`src/source/icache_consts.svh`:
```
// icache geometry and bus constants
`ifndef ICACHE_CONSTS_SVH
`define ICACHE_CONSTS_SVH

// fetch ports served per cycle, 1, 2 or 4
`define WAYS 2

// block geometry, one block per memory beat
`define BLOCK_BITS 64
`define BLOCK_BYTES 8
`define OFFSET_BITS 3

// direct mapped, 32 sets over a 16-bit fetch space
`define SET_BITS 5
`define TAG_BITS 8
`define SETS (1 << `SET_BITS)
`define TAG_LSB (`OFFSET_BITS + `SET_BITS)

// memory transaction tags, 0 means none
`define MEM_TAG_BITS 4
`define MEM_TAGS (1 << `MEM_TAG_BITS)

`define PREFETCH_DEPTH 4
`define MEM_LATENCY 6

`endif

```
`src/source/icache_pkg.sv`:
```
// icache bus and fill types
`include "icache_consts.svh"

package icache_pkg;

    // memory bus command, upper encodings reserved
    typedef enum logic [1:0] {
        bus_none = 2'd0,
        bus_load = 2'd1
    } bus_cmd_e;

    // one fetch port, processor to cache
    typedef struct packed {
        logic        en;
        logic [31:0] addr;
    } fetch_req_t;

    // one fetch port, cache to processor
    typedef struct packed {
        logic                   valid;
        logic [`BLOCK_BITS-1:0] data;
    } fetch_rsp_t;

    typedef struct packed {
        bus_cmd_e    command;
        logic [31:0] addr;
    } mem_req_t;

    typedef struct packed {
        logic [`MEM_TAG_BITS-1:0] response; // accept tag, same cycle as the request
        logic [`MEM_TAG_BITS-1:0] tag;      // completion tag, nonzero with data
        logic [`BLOCK_BITS-1:0]   data;
    } mem_rsp_t;

    // write command into the tag and data arrays
    typedef struct packed {
        logic                 en;
        logic [`SET_BITS-1:0] index;
        logic [`TAG_BITS-1:0] tag;
    } fill_t;

    // outstanding load, one per memory tag
    typedef struct packed {
        logic                 valid;
        logic [`SET_BITS-1:0] index;
        logic [`TAG_BITS-1:0] tag;
    } wait_entry_t;

    // block in flight, one per set
    typedef struct packed {
        logic                 valid;
        logic [`TAG_BITS-1:0] tag;
    } pend_entry_t;

endpackage

```
`src/source/icache_ctrl.sv`:
```
// icache miss and prefetch controller
`include "icache_consts.svh"

module icache_ctrl import icache_pkg::*; (
    input  logic                     clock,
    input  logic                     reset,
    input  fetch_req_t [`WAYS-1:0]   fetch,
    input  logic       [`WAYS-1:0]   hit,
    input  mem_rsp_t                 mem_rsp,
    output mem_req_t                 mem_req,
    output fill_t                    fill
);

    localparam int CNT_BITS = $clog2(`PREFETCH_DEPTH + 1);

    wait_entry_t [`MEM_TAGS-1:0] wait_q;
    wait_entry_t [`MEM_TAGS-1:0] wait_d;
    pend_entry_t [`SETS-1:0]     pend_q;
    pend_entry_t [`SETS-1:0]     pend_d;

    logic [CNT_BITS-1:0] prefetch_cnt;
    logic [CNT_BITS-1:0] prefetch_cnt_d;
    logic [31:0]         prefetch_addr;
    logic [31:0]         prefetch_addr_d;

    logic [`WAYS-1:0] miss;
    logic [`WAYS-1:0] pending_hit;
    logic [`WAYS-1:0] demand;          // miss that still needs a load
    logic             any_demand;
    logic [31:0]      fetch_addr;

    logic                 prefetch_active;
    logic                 prefetch_pending;
    logic [`SET_BITS-1:0] prefetch_idx;
    logic [`TAG_BITS-1:0] prefetch_tag;

    logic                 accepted;
    logic [`SET_BITS-1:0] req_idx;
    logic [`TAG_BITS-1:0] req_tag;

    for (genvar i = 0; i < `WAYS; i++) begin : g_port
        logic [`SET_BITS-1:0] idx;
        logic [`TAG_BITS-1:0] tag;

        assign idx = fetch[i].addr[`OFFSET_BITS +: `SET_BITS];
        assign tag = fetch[i].addr[`TAG_LSB +: `TAG_BITS];

        assign miss[i] = fetch[i].en && !hit[i];
        // block already on its way, no second load
        assign pending_hit[i] = fetch[i].en && pend_q[idx].valid && (pend_q[idx].tag == tag);
        assign demand[i] = miss[i] && !pending_hit[i];
    end

    // lowest numbered demand port wins the bus
    always_comb begin
        fetch_addr = '0;
        any_demand = 1'b0;
        for (int i = `WAYS - 1; i >= 0; i--) begin
            if (demand[i]) begin
                fetch_addr = {fetch[i].addr[31:`OFFSET_BITS], {`OFFSET_BITS{1'b0}}};
                any_demand = 1'b1;
            end
        end
    end

    assign prefetch_active = (prefetch_cnt != '0);
    assign prefetch_idx = prefetch_addr[`OFFSET_BITS +: `SET_BITS];
    assign prefetch_tag = prefetch_addr[`TAG_LSB +: `TAG_BITS];
    assign prefetch_pending = pend_q[prefetch_idx].valid
                              && (pend_q[prefetch_idx].tag == prefetch_tag);

    always_comb begin
        mem_req.command = bus_none;
        mem_req.addr = prefetch_addr;
        if (any_demand) begin
            mem_req.command = bus_load;
            mem_req.addr = fetch_addr;
        end else if (prefetch_active && !prefetch_pending) begin
            mem_req.command = bus_load;
        end
    end

    assign accepted = (mem_req.command == bus_load) && (mem_rsp.response != '0);
    assign req_idx = mem_req.addr[`OFFSET_BITS +: `SET_BITS];
    assign req_tag = mem_req.addr[`TAG_LSB +: `TAG_BITS];

    // returning data looked up by completion tag
    assign fill.en = (mem_rsp.tag != '0) && wait_q[mem_rsp.tag].valid;
    assign fill.index = wait_q[mem_rsp.tag].index;
    assign fill.tag = wait_q[mem_rsp.tag].tag;

    always_comb begin
        prefetch_cnt_d = prefetch_cnt;
        if (any_demand) begin
            prefetch_cnt_d = CNT_BITS'(`PREFETCH_DEPTH); // rearm on every new miss
        end else if (prefetch_active) begin
            prefetch_cnt_d = prefetch_cnt - CNT_BITS'(1);
        end
    end

    always_comb begin
        prefetch_addr_d = prefetch_addr;
        if (accepted) begin
            prefetch_addr_d = mem_req.addr + `BLOCK_BYTES;
        end else if (!any_demand && prefetch_active && prefetch_pending) begin
            // already in flight, step past it
            prefetch_addr_d = prefetch_addr + `BLOCK_BYTES;
        end
    end

    // free on fill first, so a new load on the same edge takes over the entry
    always_comb begin
        wait_d = wait_q;
        pend_d = pend_q;
        if (fill.en) begin
            wait_d[mem_rsp.tag].valid = 1'b0;
            if (pend_q[fill.index].tag == fill.tag) begin
                pend_d[fill.index].valid = 1'b0; // keep a newer load to this set
            end
        end
        if (accepted) begin
            wait_d[mem_rsp.response] = '{valid: 1'b1, index: req_idx, tag: req_tag};
            pend_d[req_idx] = '{valid: 1'b1, tag: req_tag};
        end
    end

    always_ff @(posedge clock) begin
        if (reset) begin
            wait_q <= '0;
            pend_q <= '0;
            prefetch_cnt <= '0;
            prefetch_addr <= '0;
        end else begin
            wait_q <= wait_d;
            pend_q <= pend_d;
            prefetch_cnt <= prefetch_cnt_d;
            prefetch_addr <= prefetch_addr_d;
        end
    end

    // memory must not hand out a tag that is still outstanding
    // unless it completes in this very cycle
    assert property (@(posedge clock) disable iff (reset)
        accepted |-> (!wait_q[mem_rsp.response].valid
                      || (fill.en && (mem_rsp.tag == mem_rsp.response))))
        else $error("load accepted on a tag that is still waiting");

    // every completion must match an earlier accepted load
    assert property (@(posedge clock) disable iff (reset)
        (mem_rsp.tag != '0) |-> wait_q[mem_rsp.tag].valid)
        else $error("data returned on tag %0d with no wait entry", mem_rsp.tag);

endmodule

```
`src/source/icache_mem.sv`:
```
// icache tag and data arrays
`include "icache_consts.svh"

module icache_mem import icache_pkg::*; (
    input  logic                     clock,
    input  logic                     reset,
    input  fetch_req_t [`WAYS-1:0]   fetch,
    input  fill_t                    fill,
    input  logic [`BLOCK_BITS-1:0]   fill_data,
    output fetch_rsp_t [`WAYS-1:0]   rsp,
    output logic       [`WAYS-1:0]   hit
);

    logic [`TAG_BITS-1:0]   tags   [`SETS];
    logic [`BLOCK_BITS-1:0] blocks [`SETS];
    logic [`SETS-1:0]       valid;

    // one combinational read port per fetch port
    for (genvar i = 0; i < `WAYS; i++) begin : g_read
        logic [`SET_BITS-1:0] idx;
        logic [`TAG_BITS-1:0] tag;

        assign idx = fetch[i].addr[`OFFSET_BITS +: `SET_BITS];
        assign tag = fetch[i].addr[`TAG_LSB +: `TAG_BITS];

        assign hit[i] = fetch[i].en && valid[idx] && (tags[idx] == tag);
        assign rsp[i].valid = hit[i];
        assign rsp[i].data = blocks[idx];
    end

    always_ff @(posedge clock) begin
        if (reset) begin
            valid <= '0;
        end else if (fill.en) begin
            valid[fill.index] <= 1'b1;
        end
    end

    // fill overwrites whatever block held the set
    always_ff @(posedge clock) begin
        if (fill.en) begin
            tags[fill.index] <= fill.tag;
            blocks[fill.index] <= fill_data;
        end
    end

    assert property (@(posedge clock) disable iff (reset)
        fill.en |-> !$isunknown(fill.index))
        else $error("fill with unknown set index");

endmodule

```
`src/source/icache_top.sv`:
```
// non-blocking instruction cache top
`include "icache_consts.svh"

module icache_top import icache_pkg::*; (
    input  logic                     clock,
    input  logic                     reset,
    input  fetch_req_t [`WAYS-1:0]   fetch,
    output fetch_rsp_t [`WAYS-1:0]   rsp,
    output mem_req_t                 mem_req,
    input  mem_rsp_t                 mem_rsp
);

    logic [`WAYS-1:0] hit;   // per port lookup result
    fill_t            fill;

    icache_ctrl ctrl0 (
        .clock   (clock),
        .reset   (reset),
        .fetch   (fetch),
        .hit     (hit),
        .mem_rsp (mem_rsp),
        .mem_req (mem_req),
        .fill    (fill)
    );

    // returned beat goes straight into the arrays
    icache_mem mem0 (
        .clock     (clock),
        .reset     (reset),
        .fetch     (fetch),
        .fill      (fill),
        .fill_data (mem_rsp.data),
        .rsp       (rsp),
        .hit       (hit)
    );

endmodule

```
`config.mk`:
```
export PLATFORM = sky130hd
export DESIGN_NAME = icache_top
export DESIGN_NICKNAME = d
export VERILOG_FILES = /design/src/source/icache_pkg.sv /design/src/source/icache_ctrl.sv /design/src/source/icache_mem.sv /design/src/source/icache_top.sv
export VERILOG_INCLUDE_DIRS = /design/src /design/src/source
export SDC_FILE = /design/constraint.sdc
export NUM_CORES = 2
export LEC_CHECK = 0
export BUFFER_PORTS_ARGS = -buffer_cell sky130_fd_sc_hd__buf_2
export CAP_MARGIN = 20
export CELL_PAD_IN_SITES_DETAIL_PLACEMENT = 1
export CELL_PAD_IN_SITES_GLOBAL_PLACEMENT = 1
export CORE_MARGIN = 10
export CORE_UTILIZATION = 40
export CTS_CLUSTER_SIZE = 24
export DETAILED_ROUTE_END_ITERATION = 8
export PLACE_DENSITY_LB_ADDON = 0.05
export SETUP_SLACK_MARGIN = 0.2
export SLEW_MARGIN = 20
export SYNTH_ARGS = -nofsm -noshare
export SYNTH_HDL_FRONTEND = slang
export SYNTH_SLANG_ARGS = --single-unit
```
`constraint.sdc`:
```
create_clock -name clock -period 7.1 [get_ports clock]
set_clock_uncertainty 0.15 [all_clocks]
set_input_delay 0 -clock clock [delete_from_list [all_inputs] [get_ports clock]]
set_output_delay 0 -clock clock [all_outputs]
set_load 0.02 [all_outputs]
```
* Word level (Yosys, flattened, before mapping) *
Memories as Yosys holds them, arrays and structs flattened.
Cells that the tools add are included.
W data, S select, Z words.

storage, ports and cells
  bits of input ports = 140
  output and inout port bits = 164
  bits in writable memories = 2304
  flip-flop bits (word level) = 579
  memories kept = 2
  logic and storage cells = 220

memory list
  name         depth  width  rd ports  clocked after Yosys merged registers in  wr ports  RTL line          RTL
  mem0.blocks  32     64     2         0                                        1         icache_mem.sv:15  logic [`BLOCK_BITS-1:0] blocks [`SETS];
  mem0.tags    32     8      2         0                                        1         icache_mem.sv:14  logic [`TAG_BITS-1:0] tags [`SETS];

cells by class
  reductions and logical operators = 34
  $add $sub $neg = 3
  eq/ne operators = 7
  bitwise logic cells = 1
  muxes and demuxes = 46
  order comparisons = 11

operator list
  kind                     number
  $mux W288                3
  $bwmux W288              2
  $bwmux W224              2
  $mux W224                2
  $bmux W9 S5              4
  $mux W32                 5
  $demux W14 S4            2
  $demux W9 S5             2
  $add A32 B4 Y32 const B  2
  $bmux W14 S4             1
  $eq A8 B8 Y1             6
  $mux W9                  5
  $mux W14                 3
  $or A32 B32 Y32          1
  $lt A5 B6 Y1 const B     5
  $logic_and A1 B1 Y1      22
  $bmux W1 S5              2
  $ge A5 B1 Y1 const B     2
  $lt A4 B5 Y1 const B     2
  $ge A4 B1 Y1 const B     2
  $mux W1                  8
  $mux W8                  1
  $reduce_bool A4 Y1       2
  $logic_not A1 Y1         6
  8 further kinds          10

* Depth between registers and ports, before layout *
  word-level depth = 16
  gate-level depth with buffers = 28
  mapped depth without buffers = 19

* By module *
Synthesis repeated with hierarchy kept, for this count alone.

unflattened totals
  cell total of the unflattened synthesis = 8058
  area total of the unflattened synthesis = 140025.5 µm²

modules (own cells, without submodules)
  module       sequential area each (µm²)  times used  area an instance (µm²)  cells each
  icache_mem   69827.0                     1           106863.7                4652
  icache_ctrl  10930.5                     1           33161.8                 3406

* Worst setup path before layout *
Ideal clock, no wire load.

  path kind = input to register
  start = in mem_rsp[64] in the netlist's numbering
  end = mem mem0.blocks[14][0] in the netlist's numbering, enable pin
  required time = 6.446 ns
  stages = 11
  library setup time = 0.504 ns
  path buffers = 7
  arrival = 6.031 ns
  path slack = 0.415 ns
  path through = buf_2 > buf_2 > mux4_2 > mux4_2 > clkbuf_1 > buf_1 > clkbuf_1 > clkbuf_1 > nand3b_1 > clkbuf_1 > nor2_1

between the ends
  longest elaborated chain between the ends = 5
  elaborated cells between the ends (all ways) = 6
  classes of those cells = 4 x mux; 2 x reduce/logical

RTL lines
  what                            RTL line                              RTL
  from (decl)                     icache_top.sv:10                      input mem_rsp_t mem_rsp
  $bmux W14 S4                    icache_ctrl.sv:88, icache_ctrl.sv:89
  $mux W14 (implied by the code)  icache_ctrl.sv:88                     assign fill.en = (mem_rsp.tag != '0) && wait_q[mem_rsp.tag].valid;
  $logic_and A1 B1 Y1             icache_ctrl.sv:88
  $mux W1                         icache_mem.sv:41                      if (fill.en) begin
  $mux W1 (implied by the code)   icache_mem.sv:43                      blocks[fill.index] <= fill_data;
  to (decl)                       icache_mem.sv:15

Several ways; a longest one is shown, not always the timed one. The select of a mux whose other input is x is not followed.

* Final worst setup path *
  start = reg ctrl0.prefetch_addr[6]
  end = reg ctrl0.prefetch_addr[21]

between the ends
  longest elaborated chain between the ends = 11
  elaborated cells between the ends (all ways) = 17
  classes of those cells = 2 x add/sub; 2 x eq/ne; 7 x mux; 6 x reduce/logical

RTL lines
  what                                                   RTL line                              RTL
  from (decl)                                            icache_ctrl.sv:23                     logic [31:0] prefetch_addr;
  from (signal assigned)                                 icache_ctrl.sv:137                    prefetch_addr <= prefetch_addr_d;
  $bmux W9 S5                                            icache_ctrl.sv:69, icache_ctrl.sv:70
  $mux W9 (implied by the code)                          icache_ctrl.sv:69                     assign prefetch_pending = pend_q[prefetch_idx].valid
  $eq A8 B8 Y1                                           icache_ctrl.sv:70                     && (pend_q[prefetch_idx].tag == prefetch_tag);
  $logic_and A1 B1 Y1                                    icache_ctrl.sv:70
  $logic_not A1 Y1                                       icache_ctrl.sv:78                     end else if (prefetch_active && !prefetch_pending) begin
  $logic_and A1 B1 Y1                                    icache_ctrl.sv:78
  $mux W1                                                icache_ctrl.sv:78
  $mux W2                                                icache_ctrl.sv:75                     if (any_demand) begin
  $eq A2 B1 Y1                                           icache_ctrl.sv:83                     assign accepted = (mem_req.command == bus_load) && (mem_rsp.response != '0);
  $logic_and A1 B1 Y1                                    icache_ctrl.sv:83
  $mux W32 / $reduce_bool A2 Y1 (equally long branches)  --

Several ways; a longest one is shown, not always the timed one. The select of a mux whose other input is x is not followed.
A chain may end at the register's enable or synchronous reset.

==> results.md <==
* Post-DR wirelength/cell at roughly 38 um
* Post-synth EDFFs at around 2300
* Most frequent cell after synthesis: edfxtp_1
* CP most frequent cell: dlygate4sd3_1
* TritonCTS buffer count at approximately 340
* DIE HEIGHT at 612 um
* Initial Utilization at 0.401
* Avg Cell Area, Syn at 16.9 um2
* Setup CP Type: flop to flop
* Rows at about 220
* Gpl congestion at around 0.87
* DR vias at 86800
* Max VDD drop at slightly below 200 uV
* Crit. End Element: flop
* CP Cell Sequence: nor2b_1 -> a22oi_1 -> nand3_1 -> o211ai_1 -> xor2_1 -> a211oi_1 -> and4_1 -> o32ai_4 -> or2_2 -> buf_12 -> o41a_1 -> nor2_1 -> dlygate4sd3_1 -> nand2_1 -> dlygate4sd3_1 -> o211ai_1 -> dlygate4sd3_1
* Die Area at about 0.37 mm2
* Clock period minus worst slack at roughly 6.7 ns
* Detailed-route DRC error count at 0
* Actual slew at the worst max-slew pin at about 1.1 ns
* Cells after synthesis at 8271
* Cell area after layout at about 0.16 mm2
* Pwr Total at approximately 40 mW
* Largest net degree at the start of global routing at roughly 180
* CTS H-tree depth at 5
* Final hold viol count at 0
* Worst path slowest cell: dfxtp_2
* Post-Route WL at approximately 520000 um
* Pwr Density at between 200 and 250 mW/mm2
* First-pass GRT wire length at ~730000 um
* Initial DRC Count at between 8000 and 9000
* Setup TNS at 0 ns
* Final period utilization at 0.937
* Top cell type's share of synthesized area at 0.494
* Placed cells at around 13000
* Antenna-violating nets left at 0
* FFs w/ async S/R, synth at 0
* Element type at the critical path start: flop
* Max Fclk at 150 MHz
* Max clock buf depth at 4
* Finished Layout Cells at roughly 14000
* Layout cells sized above 1 at 0.327
* Status: completed
* CTS tree: built
* Placed inst area at between 0.1 and 0.15 mm2
* Worst-Skew Late Latency at 0.97 ns
* Clock Sinks at between 2000 and 3000
* Initial antenna violation count at 29
* Leading area contributor after synthesis: edfxtp_1
* Unrepaired setup endpoints after global routing: no
* Vias in the first global route at 92200
* Final setup vio count at 0
* Slew margin rel. at 0.253
* GRT Total Usage at 0.270
* Seq/Total Area, Yosys at 0.576
* CP max FO at 44
* Leak at roughly 54 nW
* Post-layout worst setup margin at about 0.45 ns
* Final Slew Violations at 0
* Die W at between 600 and 700 um
* Seq cells post-synth at 2882
* Ports at 304
* Final #Nets at 8929
* Commonest cells in the netlist: edfxtp_1 (2304), mux4_2 (1595), mux2i_1 (725)
* Cell Area, Synth at 0.140 mm2
* CP peak stage delay at around 0.93 ns
* Drt first pass iters at 5
* Worst EP required at 7.82 ns
* Clk slew on worst S/H paths at 0.06 ns
* Ys flop type: edfxtp_1
* Dpl ws at ~0.23 ns
* Max cap viols at 0
* Gr ovfl total at 0
* Syn nets at 8415
* Critical path arrival at about 7.4 ns
* Port bufs at ~300
* Largest cells by area after synthesis: edfxtp_1 (49%), mux4_2 (26%), dfxtp_1 (8.3%)
* YS warnings at 0
* Syn-to-layout area delta at 15.2%
* Root buffer cell: clkbuf_16
* Area of the core at 0.349 mm2
* Synth cell types at 97
* Vias/cell at around 6.4
* HP Class: input pin to flop
* DP HPWL at around 300000 um
==> kinds of logic (layout without fill, tap and decap cells) <==
kind of cell    count (synthesis)  count (layout)  synth area share
buf+inv                       744            1529            0.0242
other cells                     1               9         0.0000268
mux                          2422            2422             0.317
compound gates                683             683            0.0326
flops                        2882            2882             0.576
fa+ha+maj                       4               4          0.000357
xor+xnor                       67              67           0.00419
simple gates                 1468            1468            0.0460
==> sequential cells by signal (all words and copies together) (netlist names) <==
name	flops
mem0.valid	32
ctrl0.prefetch_addr	32
mem0.blocks	2048
ctrl0.prefetch_cnt	3
ctrl0.wait_q	223
ctrl0.pend_q	288
mem0.tags	256
==> layout make-up <==
| cell class | instances | area, um2 |
|---|---|---|
| fillers | 33000 | 188000 |
| flip-flops and latches | 2882 | 80800 |
| multi-input cells | 4645 | 56500 |
| clock buffers | 439 | 9230 |
| repair buffers | 894 | 7450 |
| well taps | 4599 | 5750 |
| clock inverters | 172 | 1610 |
| inverters | 24 | 103 |
| diodes | 8 | 20.0 |
==> repair_timing <==
action / 4_1_cts / 5_1_grt
endpoints found under the hold margin: 2530 / 0
hold buffers: 218 / 0
gates resized for setup: 0 / 5
setup buffers: 0 / 0
setup endpoints to repair: 0 / 8
==> worst max-delay path: cells and delay by family (launching register included) <==
family                    cells  cell delay [ns]
and+or+nand+nor               6             1.96
AOI/OAI and AO/OA             6             1.31
DFF                           1             0.93
xor gates and xnor gates      1             0.20
buffers and inverters         4             1.92
==> power breakdown <==
part / total [mW] / switching, mW / leakage, nW / internal, mW
clock network: 17.3 / 7.31 / 5.27 / 10.0
logic: 4.04 / 2.45 / 23.4 / 1.59
registers: 18.4 / 0.133 / 25.0 / 18.3
==> per-layer routing <==
| metal | up-vias | global-route usage | share of wire |
|---|---|---|---|
| li1 | 35000 | - | - |
| met1 | 47600 | 0.364 | 0.41 |
| met2 | 3157 | 0.449 | 0.49 |
| met3 | 987 | 0.0368 | 0.058 |
| met4 | 12 | 0.0960 | 0.041 |
| met5 | - | 0 | 0.00015 |
==> path summary, 6_finish.rpt <==
path                                from                 endpoint  slack (ns)  depth (start not counted)
setup / recovery  ctrl0.prefetch_addr[6]  ctrl0.prefetch_addr[21]        0.45                         17
hold / removal                mem_rsp[0]       mem0.blocks[20][0]        0.04                          3
setup reg to reg  ctrl0.prefetch_addr[6]  ctrl0.prefetch_addr[21]        0.45                         17
hold reg to reg          ctrl0.wait_q[5]          ctrl0.wait_q[5]        0.32                          1
==> layout by cell type, fill, tap and decap left out, drive strengths merged, types with 99 or more instances in the layout <==
master          n
mux2           99
mux4         1598
clkinv        129
buf           691
mux2i         725
nor2          677
dfxtp         578
nand2         422
edfxtp       2304
a21oi         180
dlygate4sd3   201
clkbuf        441
a22oi         128
==> per-stage QoR <==
| stage | hold WS [ns] | utilization |
|---|---|---|
| after CTS | 0.00431 | 0.462 |
| after floorplan | -0.0511 | - |
| after detailed placement | 0.217 | 0.425 |
| after global routing | 0.0622 | 0.462 |
| after global placement | 0.214 | 0.425 |
| final | 0.0399 | 0.462 |
No activity file was read; power rests on OpenSTA's default activity.
